File: src/hw/pong_pkg.sv
`default_nettype none

package pong_pkg;

	// ************************************************************
	// Field geometry, all in pixels
	localparam int FIELD_W     = 640;
	localparam int FIELD_H     = 480;
	localparam int BALL_SIZE   = 16;
	localparam int PADDLE_LEN  = 80;
	localparam int LEFT_FACE   = 36;
	localparam int RIGHT_FACE  = 604;
	localparam int WALL_BOT    = 464;	// Lowest top edge of the ball
	localparam int MISS_RIGHT  = 624;
	localparam int PADDLE_MAX  = 400;

	localparam int BALL_HOME_X = 312;
	localparam int BALL_HOME_Y = 232;
	localparam int PADDLE_HOME = 200;

	localparam int WIN_SCORE   = 10;
	localparam int SPEED_MAX   = 15;

	// ************************************************************
	// Tick periods in clocks at 50 MHz, one per mode and tick kind
	localparam int BALL_PERIOD_AI_HARD      = 450000;
	localparam int BALL_PERIOD_AI_NORMAL    = 450000;
	localparam int BALL_PERIOD_VERSUS_FAST  = 450000;
	localparam int BALL_PERIOD_VERSUS_CASUAL = 300000;
	localparam int LEFT_PERIOD_AI_HARD      = 60000;
	localparam int LEFT_PERIOD_AI_NORMAL    = 100000;
	localparam int LEFT_PERIOD_VERSUS_FAST  = 100000;
	localparam int LEFT_PERIOD_VERSUS_CASUAL = 200000;
	localparam int AI_PERIOD_AI_HARD        = 40000;
	localparam int AI_PERIOD_AI_NORMAL      = 100000;

	// ************************************************************
	// Character LCD
	localparam int LCD_EN_CYCLES  = 16;
	localparam int LCD_GAP_CYCLES = 262142;
	localparam int LCD_SEQ_LEN    = 38;

	localparam logic [7:0] LCD_CMD_FUNC_SET = 8'h38;	// 8 bit, 2 lines
	localparam logic [7:0] LCD_CMD_DISP_ON  = 8'h0C;
	localparam logic [7:0] LCD_CMD_CLEAR    = 8'h01;
	localparam logic [7:0] LCD_CMD_ENTRY    = 8'h06;
	localparam logic [7:0] LCD_CMD_LINE1    = 8'h80;
	localparam logic [7:0] LCD_CMD_LINE2    = 8'hC0;

	localparam logic [127:0] LCD_TEXT_LINE1 = "Player 1:       ";
	localparam logic [127:0] LCD_TEXT_LINE2 = "Player 2:       ";
	localparam logic [127:0] LCD_TEXT_WIN   = "Player 1 Wins   ";
	localparam logic [127:0] LCD_TEXT_BLANK = {16{8'h20}};
	localparam int LCD_SCORE_COL  = 10;	// Digit after "Player N: "
	localparam int LCD_WINNER_COL = 7;

	typedef logic [9:0] coord_t;
	typedef logic [3:0] score_t;

	typedef enum logic [1:0] {ai_hard, ai_normal, versus_fast, versus_casual} mode_t;

	typedef struct packed {
		mode_t mode;
		logic  active;
		logic  restart;
		logic  up_left;
		logic  down_left;
		logic  up_right;
		logic  down_right;
	} ctrl_s;

	typedef struct packed {
		logic ball_tick;
		logic left_tick;
		logic ai_tick;
	} tick_s;

	typedef struct packed {
		coord_t     ball_x;
		coord_t     ball_y;
		logic       dir_x;	// 1 moves left
		logic       dir_y;	// 1 moves up
		logic [3:0] speed;
		coord_t     left_pos;
		coord_t     right_pos;
		score_t     score_l;
		score_t     score_r;
		logic       over;
	} game_state_s;

endpackage

`default_nettype wire

File: src/hw/input_conditioner.sv
`timescale 1ns/100ps
`default_nettype none

module input_conditioner #(
	parameter int tick_div = 1
) (
	input  wire             CLOCK_50,
	input  wire             iRST_N,
	input  wire [3:0]       key_n,
	input  wire [3:0]       mode_sw,
	input  wire             restart_sw,
	output pong_pkg::ctrl_s ctrl,
	output pong_pkg::tick_s ticks
);
	import pong_pkg::*;

	logic [8:0]       sync_1, sync_2;	// {key_n, mode_sw, restart_sw}
	logic [3:0]       key_s, sw_s;
	logic             restart_s;
	mode_t            mode_q;
	logic             mode_chg;
	logic [2:0][19:0] period;	// 2 ball, 1 left, 0 machine player
	logic [2:0]       hit;

	always_ff @(posedge CLOCK_50 or negedge iRST_N) begin
		if (!iRST_N) begin
			sync_1 <= 9'b1111_0000_0;	// Keys released
			sync_2 <= 9'b1111_0000_0;
		end else begin
			sync_1 <= {key_n, mode_sw, restart_sw};
			sync_2 <= sync_1;
		end
	end

	assign {key_s, sw_s, restart_s} = sync_2;

	// Highest switch wins
	always_comb begin
		ctrl.active     = |sw_s;
		ctrl.restart    = restart_s;
		ctrl.up_left    = ~key_s[3];
		ctrl.down_left  = ~key_s[2];
		ctrl.up_right   = ~key_s[0];
		ctrl.down_right = ~key_s[1];
		if (sw_s[3])
			ctrl.mode = ai_hard;
		else if (sw_s[2])
			ctrl.mode = ai_normal;
		else if (sw_s[1])
			ctrl.mode = versus_fast;
		else
			ctrl.mode = versus_casual;
	end

	always_ff @(posedge CLOCK_50 or negedge iRST_N) begin
		if (!iRST_N)
			mode_q <= versus_casual;
		else
			mode_q <= ctrl.mode;
	end

	assign mode_chg = (ctrl.mode != mode_q);

	always_comb begin
		case (ctrl.mode)
			ai_hard: begin
				period[2] = 20'(BALL_PERIOD_AI_HARD / tick_div);
				period[1] = 20'(LEFT_PERIOD_AI_HARD / tick_div);
				period[0] = 20'(AI_PERIOD_AI_HARD / tick_div);
			end
			ai_normal: begin
				period[2] = 20'(BALL_PERIOD_AI_NORMAL / tick_div);
				period[1] = 20'(LEFT_PERIOD_AI_NORMAL / tick_div);
				period[0] = 20'(AI_PERIOD_AI_NORMAL / tick_div);
			end
			versus_fast: begin
				period[2] = 20'(BALL_PERIOD_VERSUS_FAST / tick_div);
				period[1] = 20'(LEFT_PERIOD_VERSUS_FAST / tick_div);
				period[0] = '0;	// No machine player
			end
			default: begin
				period[2] = 20'(BALL_PERIOD_VERSUS_CASUAL / tick_div);
				period[1] = 20'(LEFT_PERIOD_VERSUS_CASUAL / tick_div);
				period[0] = '0;
			end
		endcase
	end

	// ************************************************************
	// Period counters restart on a mode change
	for (genvar k = 0; k < 3; k++) begin : g_tick
		logic [19:0] cnt;

		assign hit[k] = ctrl.active && !mode_chg && (period[k] != '0) &&
			(cnt == period[k] - 20'd1);

		always_ff @(posedge CLOCK_50 or negedge iRST_N) begin
			if (!iRST_N)
				cnt <= '0;
			else if (!ctrl.active || mode_chg || hit[k])
				cnt <= '0;
			else if (period[k] != '0)
				cnt <= cnt + 20'd1;
		end
	end

	assign ticks = '{ball_tick: hit[2], left_tick: hit[1], ai_tick: hit[0]};

	// Switches off at the pins keep the ball still once through the synchronizer
	assert property (@(posedge CLOCK_50) disable iff (!iRST_N)
		(mode_sw == '0) |-> ##2 !ticks.ball_tick);

endmodule

`default_nettype wire

File: src/hw/paddle_control.sv
`timescale 1ns/100ps
`default_nettype none

module paddle_control (
	input  wire                   CLOCK_50,
	input  wire                   iRST_N,
	input  wire pong_pkg::ctrl_s  ctrl,
	input  wire pong_pkg::tick_s  ticks,
	input  wire pong_pkg::coord_t ball_y,
	input  wire                   point,
	input  wire                   over,
	output pong_pkg::coord_t      left_pos,
	output pong_pkg::coord_t      right_pos
);
	import pong_pkg::*;

	logic versus;

	// Down first, then up, both inside the limits
	function automatic coord_t step_human(coord_t pos, logic up, logic down);
		coord_t p;
		p = pos;
		if (down && p < coord_t'(PADDLE_MAX))
			p = p + 10'd1;
		if (up && p > '0)
			p = p - 10'd1;
		return p;
	endfunction

	// Machine player chases the ball center
	function automatic coord_t step_ai(coord_t pos, coord_t ball);
		logic [10:0] pad_c, ball_c;
		pad_c  = {1'b0, pos} + 11'(PADDLE_LEN / 2);
		ball_c = {1'b0, ball} + 11'(BALL_SIZE / 2);
		if (pad_c < ball_c && pos < coord_t'(PADDLE_MAX))
			return pos + 10'd1;
		else if (pad_c > ball_c && pos > '0)
			return pos - 10'd1;
		return pos;
	endfunction

	assign versus = (ctrl.mode == versus_fast) || (ctrl.mode == versus_casual);

	always_ff @(posedge CLOCK_50 or negedge iRST_N) begin
		if (!iRST_N) begin
			left_pos  <= coord_t'(PADDLE_HOME);
			right_pos <= coord_t'(PADDLE_HOME);
		end else if (over || point) begin
			left_pos  <= coord_t'(PADDLE_HOME);
			right_pos <= coord_t'(PADDLE_HOME);
		end else begin
			if (ticks.left_tick)
				left_pos <= step_human(left_pos, ctrl.up_left, ctrl.down_left);
			if (versus) begin
				if (ticks.left_tick)	// Second player shares the left rate
					right_pos <= step_human(right_pos, ctrl.up_right, ctrl.down_right);
			end else if (ticks.ai_tick) begin
				right_pos <= step_ai(right_pos, ball_y);
			end
		end
	end

	assert property (@(posedge CLOCK_50) disable iff (!iRST_N)
		(left_pos <= coord_t'(PADDLE_MAX)) && (right_pos <= coord_t'(PADDLE_MAX)));

endmodule

`default_nettype wire

File: src/hw/ball_engine.sv
`timescale 1ns/100ps
`default_nettype none

module ball_engine (
	input  wire                   CLOCK_50,
	input  wire                   iRST_N,
	input  wire pong_pkg::ctrl_s  ctrl,
	input  wire pong_pkg::tick_s  ticks,
	input  wire pong_pkg::coord_t left_pos,
	input  wire pong_pkg::coord_t right_pos,
	output pong_pkg::game_state_s state,
	output logic                  point
);
	import pong_pkg::*;

	coord_t     ball_x, ball_y;
	logic       dir_x, dir_y;
	logic [3:0] speed;
	score_t     score_l, score_r;
	logic       over;

	coord_t     nx, ny;
	logic       wall, hit_l, hit_r, speed_up;
	logic       miss_l, miss_r, game_won;

	// ************************************************************
	// Next position and collision checks
	always_comb begin
		if (dir_x)
			nx = (ball_x > coord_t'(speed)) ? ball_x - coord_t'(speed) : '0;	// Clamp at 0
		else
			nx = ball_x + coord_t'(speed);
		if (dir_y)
			ny = (ball_y > coord_t'(speed)) ? ball_y - coord_t'(speed) : '0;
		else
			ny = ball_y + coord_t'(speed);

		wall  = (ny == '0) || (ny >= coord_t'(WALL_BOT));
		hit_l = dir_x && (nx <= coord_t'(LEFT_FACE)) &&
			(ny < left_pos + PADDLE_LEN) && (ny + BALL_SIZE > left_pos);
		hit_r = !dir_x && (nx + BALL_SIZE >= RIGHT_FACE) &&
			(ny < right_pos + PADDLE_LEN) && (ny + BALL_SIZE > right_pos);
		speed_up = (ctrl.mode != versus_casual) && (speed < 4'(SPEED_MAX));

		miss_l = (nx == '0);	// Point for the right player
		miss_r = !miss_l && (nx >= coord_t'(MISS_RIGHT));
		if (miss_l)
			game_won = (score_r == score_t'(WIN_SCORE - 1));
		else
			game_won = (score_l == score_t'(WIN_SCORE - 1));
	end

	always_ff @(posedge CLOCK_50 or negedge iRST_N) begin
		if (!iRST_N) begin
			ball_x  <= coord_t'(BALL_HOME_X);
			ball_y  <= coord_t'(BALL_HOME_Y);
			dir_x   <= 1'b0;
			dir_y   <= 1'b0;
			speed   <= 4'd1;
			score_l <= '0;
			score_r <= '0;
			over    <= 1'b0;
			point   <= 1'b0;
		end else begin
			point <= 1'b0;
			if (over) begin
				// Frozen at home until restart
				if (ctrl.restart) begin
					score_l <= '0;
					score_r <= '0;
					speed   <= 4'd1;
					over    <= 1'b0;
				end
			end else if (ticks.ball_tick) begin
				if (miss_l || miss_r) begin
					ball_x <= coord_t'(BALL_HOME_X);
					ball_y <= coord_t'(BALL_HOME_Y);
					dir_x  <= 1'b0;
					dir_y  <= 1'b0;
					point  <= 1'b1;
					if (miss_l)
						score_r <= score_r + 4'd1;
					else
						score_l <= score_l + 4'd1;
					speed <= game_won ? 4'd0 : 4'd1;
					over  <= game_won;
				end else begin
					ball_x <= nx;
					ball_y <= ny;
					dir_y  <= dir_y ^ wall;
					dir_x  <= dir_x ^ (hit_l | hit_r);
					if ((hit_l || hit_r) && speed_up)
						speed <= speed + 4'd1;
				end
			end
		end
	end

	assign state = '{
		ball_x: ball_x, ball_y: ball_y, dir_x: dir_x, dir_y: dir_y, speed: speed,
		left_pos: left_pos, right_pos: right_pos,
		score_l: score_l, score_r: score_r, over: over
	};

	// Speed saturates, and only a point takes it off the ceiling
	assert property (@(posedge CLOCK_50) disable iff (!iRST_N)
		(speed == 4'(SPEED_MAX)) |=> (speed == 4'(SPEED_MAX)) || point);

	assert property (@(posedge CLOCK_50) disable iff (!iRST_N)
		(score_l <= score_t'(WIN_SCORE)) && (score_r <= score_t'(WIN_SCORE)));

endmodule

`default_nettype wire

File: src/hw/lcd_score_text.sv
`timescale 1ns/100ps
`default_nettype none

module lcd_score_text #(
	parameter int tick_div = 1
) (
	input  wire                   CLOCK_50,
	input  wire                   iRST_N,
	input  wire pong_pkg::score_t score_l,
	input  wire pong_pkg::score_t score_r,
	input  wire                   over,
	input  wire                   done,
	output logic                  start,
	output logic [7:0]            data,
	output logic                  rs
);
	import pong_pkg::*;

	typedef enum logic [1:0] {st_send, st_wait, st_gap, st_idle} seq_state_t;

	seq_state_t  state;
	logic [5:0]  idx;
	logic [17:0] gap_cnt;
	score_t      cap_l, cap_r;	// Values shown by the current pass
	logic        cap_over;
	logic        stale;
	logic [8:0]  entry;	// {rs, byte}

	// ************************************************************
	// Write sequence: 5 init commands, line 1, C0, line 2
	function automatic logic [8:0] seq_entry(logic [5:0] i, score_t sl, score_t sr,
			logic ov);
		logic         line2;
		logic [3:0]   col;
		logic [127:0] txt;
		logic [7:0]   ch;
		case (i)
			6'd0:  return {1'b0, LCD_CMD_FUNC_SET};
			6'd1:  return {1'b0, LCD_CMD_DISP_ON};
			6'd2:  return {1'b0, LCD_CMD_CLEAR};
			6'd3:  return {1'b0, LCD_CMD_ENTRY};
			6'd4:  return {1'b0, LCD_CMD_LINE1};
			6'd21: return {1'b0, LCD_CMD_LINE2};
			default: ;
		endcase
		line2 = (i > 6'd21);
		col   = line2 ? 4'(i - 6'd22) : 4'(i - 6'd5);
		if (line2)
			txt = ov ? LCD_TEXT_BLANK : LCD_TEXT_LINE2;
		else
			txt = ov ? LCD_TEXT_WIN : LCD_TEXT_LINE1;
		ch = txt[8 * (15 - col) +: 8];
		if (!ov && col == 4'(LCD_SCORE_COL))
			ch = 8'h30 + {4'b0, (line2 ? sr : sl)};	// ASCII digit
		if (ov && !line2 && col == 4'(LCD_WINNER_COL))
			ch = (sl == score_t'(WIN_SCORE)) ? 8'h31 : 8'h32;
		return {1'b1, ch};
	endfunction

	assign entry = seq_entry(idx, cap_l, cap_r, cap_over);
	assign stale = (score_l != cap_l) || (score_r != cap_r) || (over != cap_over);

	always_ff @(posedge CLOCK_50 or negedge iRST_N) begin
		if (!iRST_N) begin
			state    <= st_send;
			idx      <= '0;
			gap_cnt  <= '0;
			cap_l    <= '0;
			cap_r    <= '0;
			cap_over <= 1'b0;
			start    <= 1'b0;
			data     <= '0;
			rs       <= 1'b0;
		end else begin
			start <= 1'b0;
			case (state)
				st_send: begin
					start <= 1'b1;
					data  <= entry[7:0];
					rs    <= entry[8];
					state <= st_wait;
				end
				st_wait: if (done) begin
					gap_cnt <= '0;
					state   <= st_gap;
				end
				st_gap: begin
					if (gap_cnt >= 18'(LCD_GAP_CYCLES / tick_div - 1)) begin
						if (idx == 6'(LCD_SEQ_LEN - 1)) begin
							state <= st_idle;
						end else begin
							idx   <= idx + 6'd1;
							state <= st_send;
						end
					end else begin
						gap_cnt <= gap_cnt + 18'd1;
					end
				end
				default: if (stale) begin	// New pass with fresh values
					idx      <= '0;
					cap_l    <= score_l;
					cap_r    <= score_r;
					cap_over <= over;
					state    <= st_send;
				end
			endcase
		end
	end

endmodule

`default_nettype wire

File: src/hw/lcd_bus_driver.sv
`timescale 1ns/100ps
`default_nettype none

module lcd_bus_driver (
	input  wire        CLOCK_50,
	input  wire        iRST_N,
	input  wire        start,
	input  wire [7:0]  data,
	input  wire        rs,
	output logic       done,
	output logic [7:0] lcd_data,
	output logic       lcd_en,
	output logic       lcd_rs
);
	import pong_pkg::*;

	typedef enum logic [1:0] {bus_idle, bus_pulse, bus_tail} bus_state_t;

	bus_state_t state;
	logic [4:0] en_cnt;

	always_ff @(posedge CLOCK_50 or negedge iRST_N) begin
		if (!iRST_N) begin
			state    <= bus_idle;
			en_cnt   <= '0;
			done     <= 1'b0;
			lcd_en   <= 1'b0;
			lcd_data <= '0;
			lcd_rs   <= 1'b0;
		end else begin
			done <= 1'b0;
			case (state)
				bus_idle: if (start) begin
					lcd_data <= data;	// Held until the next write
					lcd_rs   <= rs;
					lcd_en   <= 1'b1;
					en_cnt   <= '0;
					state    <= bus_pulse;
				end
				bus_pulse: begin
					if (en_cnt == 5'(LCD_EN_CYCLES - 1)) begin
						lcd_en <= 1'b0;
						state  <= bus_tail;
					end else begin
						en_cnt <= en_cnt + 5'd1;
					end
				end
				default: begin
					done  <= 1'b1;	// One cycle after enable falls
					state <= bus_idle;
				end
			endcase
		end
	end

	assert property (@(posedge CLOCK_50) disable iff (!iRST_N)
		($past(lcd_en) && lcd_en) |-> ($stable(lcd_data) && $stable(lcd_rs)));

endmodule

`default_nettype wire

File: src/hw/pong_top.sv
`timescale 1ns/100ps
`default_nettype none

module pong_top #(
	parameter int tick_div = 1
) (
	input  wire                   CLOCK_50,
	input  wire                   iRST_N,
	input  wire [3:0]             key_n,
	input  wire [3:0]             mode_sw,
	input  wire                   restart_sw,
	output logic [7:0]            lcd_data,
	output logic                  lcd_en,
	output logic                  lcd_rs,
	output pong_pkg::game_state_s game_state
);
	import pong_pkg::*;

	ctrl_s      ctrl;
	tick_s      ticks;
	coord_t     left_pos, right_pos;
	logic       point;
	logic       lcd_start, lcd_done, lcd_cmd_rs;
	logic [7:0] lcd_byte;

	// ************************************************************
	// Game core
	input_conditioner #(.tick_div(tick_div)) input_conditioner_inst (
		.CLOCK_50(CLOCK_50), .iRST_N(iRST_N),
		.key_n(key_n), .mode_sw(mode_sw), .restart_sw(restart_sw),
		.ctrl(ctrl), .ticks(ticks)
	);

	paddle_control paddle_control_inst (
		.CLOCK_50(CLOCK_50), .iRST_N(iRST_N),
		.ctrl(ctrl), .ticks(ticks), .ball_y(game_state.ball_y),
		.point(point), .over(game_state.over),
		.left_pos(left_pos), .right_pos(right_pos)
	);

	ball_engine ball_engine_inst (
		.CLOCK_50(CLOCK_50), .iRST_N(iRST_N),
		.ctrl(ctrl), .ticks(ticks), .left_pos(left_pos), .right_pos(right_pos),
		.state(game_state), .point(point)
	);

	// ************************************************************
	// Score display
	lcd_score_text #(.tick_div(tick_div)) lcd_score_text_inst (
		.CLOCK_50(CLOCK_50), .iRST_N(iRST_N),
		.score_l(game_state.score_l), .score_r(game_state.score_r),
		.over(game_state.over), .done(lcd_done),
		.start(lcd_start), .data(lcd_byte), .rs(lcd_cmd_rs)
	);

	lcd_bus_driver lcd_bus_driver_inst (
		.CLOCK_50(CLOCK_50), .iRST_N(iRST_N),
		.start(lcd_start), .data(lcd_byte), .rs(lcd_cmd_rs),
		.done(lcd_done), .lcd_data(lcd_data), .lcd_en(lcd_en), .lcd_rs(lcd_rs)
	);

endmodule

`default_nettype wire

File: config.mk
export PLATFORM = sky130hd
export DESIGN_NAME = pong_top
export DESIGN_NICKNAME = d
export VERILOG_FILES = /design/src/hw/pong_pkg.sv /design/src/hw/input_conditioner.sv /design/src/hw/paddle_control.sv /design/src/hw/ball_engine.sv /design/src/hw/lcd_score_text.sv /design/src/hw/lcd_bus_driver.sv /design/src/hw/pong_top.sv
export SDC_FILE = /design/constraint.sdc
export NUM_CORES = 1
export LEC_CHECK = 0
export CAP_MARGIN = 30
export CORE_MARGIN = 2
export CORE_UTILIZATION = 50
export CTS_BUF_LIST = sky130_fd_sc_hd__clkbuf_4 sky130_fd_sc_hd__clkbuf_8
export DETAILED_ROUTE_END_ITERATION = 6
export DONT_BUFFER_PORTS = 1
export GPL_ROUTABILITY_DRIVEN = 0
export SLEW_MARGIN = 10
export SYNTH_ARGS = -nofsm -noshare
export SYNTH_HDL_FRONTEND = slang
export SYNTH_SLANG_ARGS = --single-unit
File: constraint.sdc
create_clock -name CLOCK_50 -period 6.35 [get_ports CLOCK_50]
set_input_delay 0.3175 -clock CLOCK_50 [delete_from_list [all_inputs] [get_ports CLOCK_50]]
set_output_delay 0.3175 -clock CLOCK_50 [all_outputs]
set_load 0.05 [all_outputs]
==> results.md <==
- Status: finished with violations
- Violated checks: DRC
- Fin. Hold Viols: 0
- Post-Route WL: 35600 um
- Synth Flop Type: dfrtp_1
- Total power: 2230 uW
- Die ar.: 30300 um^2
- Crit. Startpoint: ball_engine_inst.speed[0]$_DFFE_PN1P_
- YS warnings: 0
- VDD IR max: 0.126 mV
- Lkg Pwr: 0.00649 uW
- Synthesized area: 14500 um^2
- Layout cell share with drive strength beyond 1: 0.0902
- Die width: 174 um
- 1st-iter DRT viols: 733
- Clock buffers created by TritonCTS: 17
- Achievable Freq: 0.173 GHz
- RR Endpoint: ball_engine_inst.speed[3]$_DFFE_PN0P_
- Port Buf Inserts: 0
- Synthesized area per cell: 8.72 um^2
- Antenna violations before repair: 0
- Area contributors post-synth: dfrtp_1 30%, ha_1 9.3%, xnor2_1 5.0%, nor2_1 4.8%, dfstp_2 4.5%
- Synth area leader: dfrtp_1
- Hpwl dp: 25700 um
- Worst slew margin: 0.305
- ANT cells: 0
- Vias per inst: 5.90
- R2r setup slk: 0.57 ns
- Critical Path Sink: ball_engine_inst.speed[3]$_DFFE_PN0P_
- Post-CTS Setup Bufs: 0
- Fill count: 2694
- Minimum clock period: 5.78 ns
- Bufs on Longest Clock Path: 2
- Core area: 28500 um^2
- Critical path class: flop to flop
- Post-Syn Instances: 1657
- Yosys reg bits: 199
- CTS sink cnt: 199
- CP arrival: 6.23 ns
- Synth cell count leaders: 183 x nor2_1, 174 x dfrtp_1, 154 x nand2_1
- Largest net degree at the start of global routing: 200
- Fin. max-slew vios: 0
- Most common cell in the synthesized netlist: nor2_1
- Die Y: 174 um
- Final setup fails: 0
- Root Buffer Master: clkbuf_8
- Power Density: 146 nW/um^2
- Final net count: 1760
- H-tree levels: 4
- Min Hold Slack: 0.340 ns
- DRT Pass-1 Iters: 7
- Ys async rst share: 1.00
- Global Route Usage Sum: 0.239
- Register area share after synthesis: 0.347
- Initial Utilization: 0.506
- Clk_lat worst skew: 0.52 ns
- Worst setup SP type: flop
- Worst Path Max Fanout: 10
- EDFF count, synth: 0
- CTS tree: yes
- Period utilization: 0.910
- IO Pins: 76
- Routed Antenna Nets: 0
- Netlist cell types: 98
- Worst setup EP type: flop
- Post-layout util: 0.537
- Tightest Pin Transition: 1.04 ns
- Syn Nets: 1779
- # DRC: 1
- Vias in the first global route: 11375
- Routed WL per cell: 17.5 um
- Final instance area: 15300 um^2
- Global-route wire length before repair: 59000 um
- Max cap viols: 0
- Layout area overhead: 6.02%
- Worst EP required: 6.80 ns
- Final setup TNS: 0 ns
- Yosys top cell area share: 0.301
- # rows: 62
- RSZ-0062 raised after global routing: false
- Placement Cell Area: 14800 um^2
- Clock skew: 0.0188 ns
- Total gr overflow: 0
- Clock-pin slew on the worst setup and hold paths: 0.11 ns
- HP Class: input port to flop
- Vias: 12002
- Worst r2r path cells: 21
- R2r startpoint: ball_engine_inst.speed[0]$_DFFE_PN1P_
[state kept, by name, indices dropped and copies added (netlist names), 2 cells and up]
name,count
paddle_control_inst.right_pos,10
lcd_score_text_inst.cap_r,4
ball_engine_inst.speed,4
lcd_bus_driver_inst.state,2
lcd_score_text_inst.data,8
lcd_score_text_inst.gap_cnt,18
lcd_score_text_inst.idx,6
lcd_score_text_inst.cap_l,4
lcd_bus_driver_inst.en_cnt,5
input_conditioner_inst.sync_1,9
input_conditioner_inst.g_tick.cnt,60
paddle_control_inst.left_pos,10
lcd_score_text_inst.state,2
ball_engine_inst.ball_x,10
ball_engine_inst.ball_y,10
input_conditioner_inst.mode_q,2
lcd_bus_driver_inst.lcd_data,8
ball_engine_inst.score_r,4
input_conditioner_inst.sync_2,9
ball_engine_inst.score_l,4
[kinds of logic (layout without fill, tap and decap cells)]
| group | count (synthesis) | after routing | share of synthesized area |
|---|---|---|---|
| compound gates | 324 | 324 | 0.152 |
| buf+inv | 152 | 146 | 0.0427 |
| flops | 199 | 199 | 0.347 |
| mux | 44 | 44 | 0.0329 |
| fa+ha+maj | 111 | 111 | 0.0982 |
| simple gates | 675 | 675 | 0.235 |
| xor+xnor | 152 | 152 | 0.0921 |
[per-layer routing]
| layer | wire, um | GRT usage | share of wire | up-vias |
|---|---|---|---|---|
| met2 | 16400 | 0.378 | 0.46 | 298 |
| met3 | 1760 | 0.0499 | 0.050 | 51 |
| met4 | 689 | 0.0711 | 0.019 | 0 |
| met1 | 16800 | 0.332 | 0.47 | 5791 |
| met5 | 0 | 0 | 0 | - |
| li1 | - | - | - | 5862 |
[power by group]
part / total [uW] / internal, uW / leakage (uW) / switching [uW]
Combinational: 89.8 / 26.7 / 0.00371 / 63.1
Sequential: 1290 / 1280 / 0.00259 / 9.39
Clock: 853 / 333 / 0.000201 / 519
[layout make-up]
cell class                 count  area (um^2)  area share
clock inverter                14          158      0.0103
timing repair buffer          32          283      0.0185
tap                          384          480      0.0314
multi-input combinational   1306         8840       0.577
inverter                      82          308      0.0201
sequential                   199         5010       0.327
clock buffer                  18          241      0.0158
[through the flow]
stage / std cells / setup slack, ns
6_report: 2035 / 0.572
5_1_grt: 2035 / 0.197
4_1_cts: 2032 / 0.701
3_5_place_dp: 1989 / 0.716
3_3_place_gp: 1988 / 0.992
2_1_floorplan: 1657 / 1.08
[worst min path at each step]
| stage | from | end | slack (ns) | cells past startpoint |
|---|---|---|---|---|
| after CTS | key_n[3] | input_conditioner_inst.sync_1[8]$_DFF_PN1_ | 0.30 | 1 |
| final | key_n[0] | input_conditioner_inst.sync_1[5]$_DFF_PN1_ | 0.34 | 1 |
| after floorplan | iRST_N | ball_engine_inst.ball_x[0]$_DFFE_PN0P_ | 0.02 | 0 |
| after global routing | key_n[0] | input_conditioner_inst.sync_1[5]$_DFF_PN1_ | 0.31 | 1 |
| after detailed placement | iRST_N | ball_engine_inst.ball_x[6]$_DFFE_PN0P_ | 0.03 | 0 |
| after global placement | iRST_N | ball_engine_inst.ball_x[6]$_DFFE_PN0P_ | 0.03 | 0 |
[layout by cell type (no fill, tap or decap), types with 14 or more instances in the layout]
| cell | synthesis | routed |
|---|---|---|
| nor2_1 | 183 | 183 |
| dfrtp_1 | 174 | 174 |
| nand2_1 | 154 | 154 |
| ha_1 | 107 | 107 |
| xnor2_1 | 83 | 83 |
| inv_1 | 78 | 78 |
| o21ai_0 | 75 | 75 |
| xor2_1 | 69 | 69 |
| nand3_1 | 68 | 68 |
| a21oi_1 | 67 | 67 |
| nand4_1 | 46 | 46 |
| nor3_1 | 38 | 38 |
| and3_1 | 27 | 27 |
| a31oi_1 | 25 | 25 |
| dfstp_2 | 25 | 25 |
| mux2_2 | 24 | 24 |
| nand2b_1 | 22 | 22 |
| nor4_1 | 22 | 21 |
| nor2b_1 | 21 | 21 |
| buf_4 | 3 | 20 |
| mux2i_1 | 19 | 19 |
| clkbuf_8 | 0 | 17 |
| o31ai_1 | 16 | 16 |
| and2_1 | 15 | 15 |
| a211oi_1 | 14 | 14 |
[critical path: stages (launching register included)]
cell and delay [ns]:
dfstp_2 0.85, ha_1 0.26, fa_1 0.21, nor2b_1 0.07
o22ai_1 0.44, a2bb2oi_1 0.74, o22ai_1 0.18, o21ai_0 0.19
buf_4 0.19, inv_1 0.11, ha_1 0.24, xnor2_1 0.31
ha_1 0.24, o21a_1 0.13, o21ai_0 0.08, nand2b_1 0.08
a21oi_1 0.06, a311oi_1 0.30, o221a_2 0.29, nor2_2 0.08
or4_1 0.51, a21oi_1 0.15
[what timing repair did]
| item | CTS | global route |
|---|---|---|
| endpoints found under the hold margin | 208 | 0 |
| hold buffers | 11 | 0 |
| resized for setup | 0 | 0 |
No activity file was read; power rests on OpenSTA's default activity.
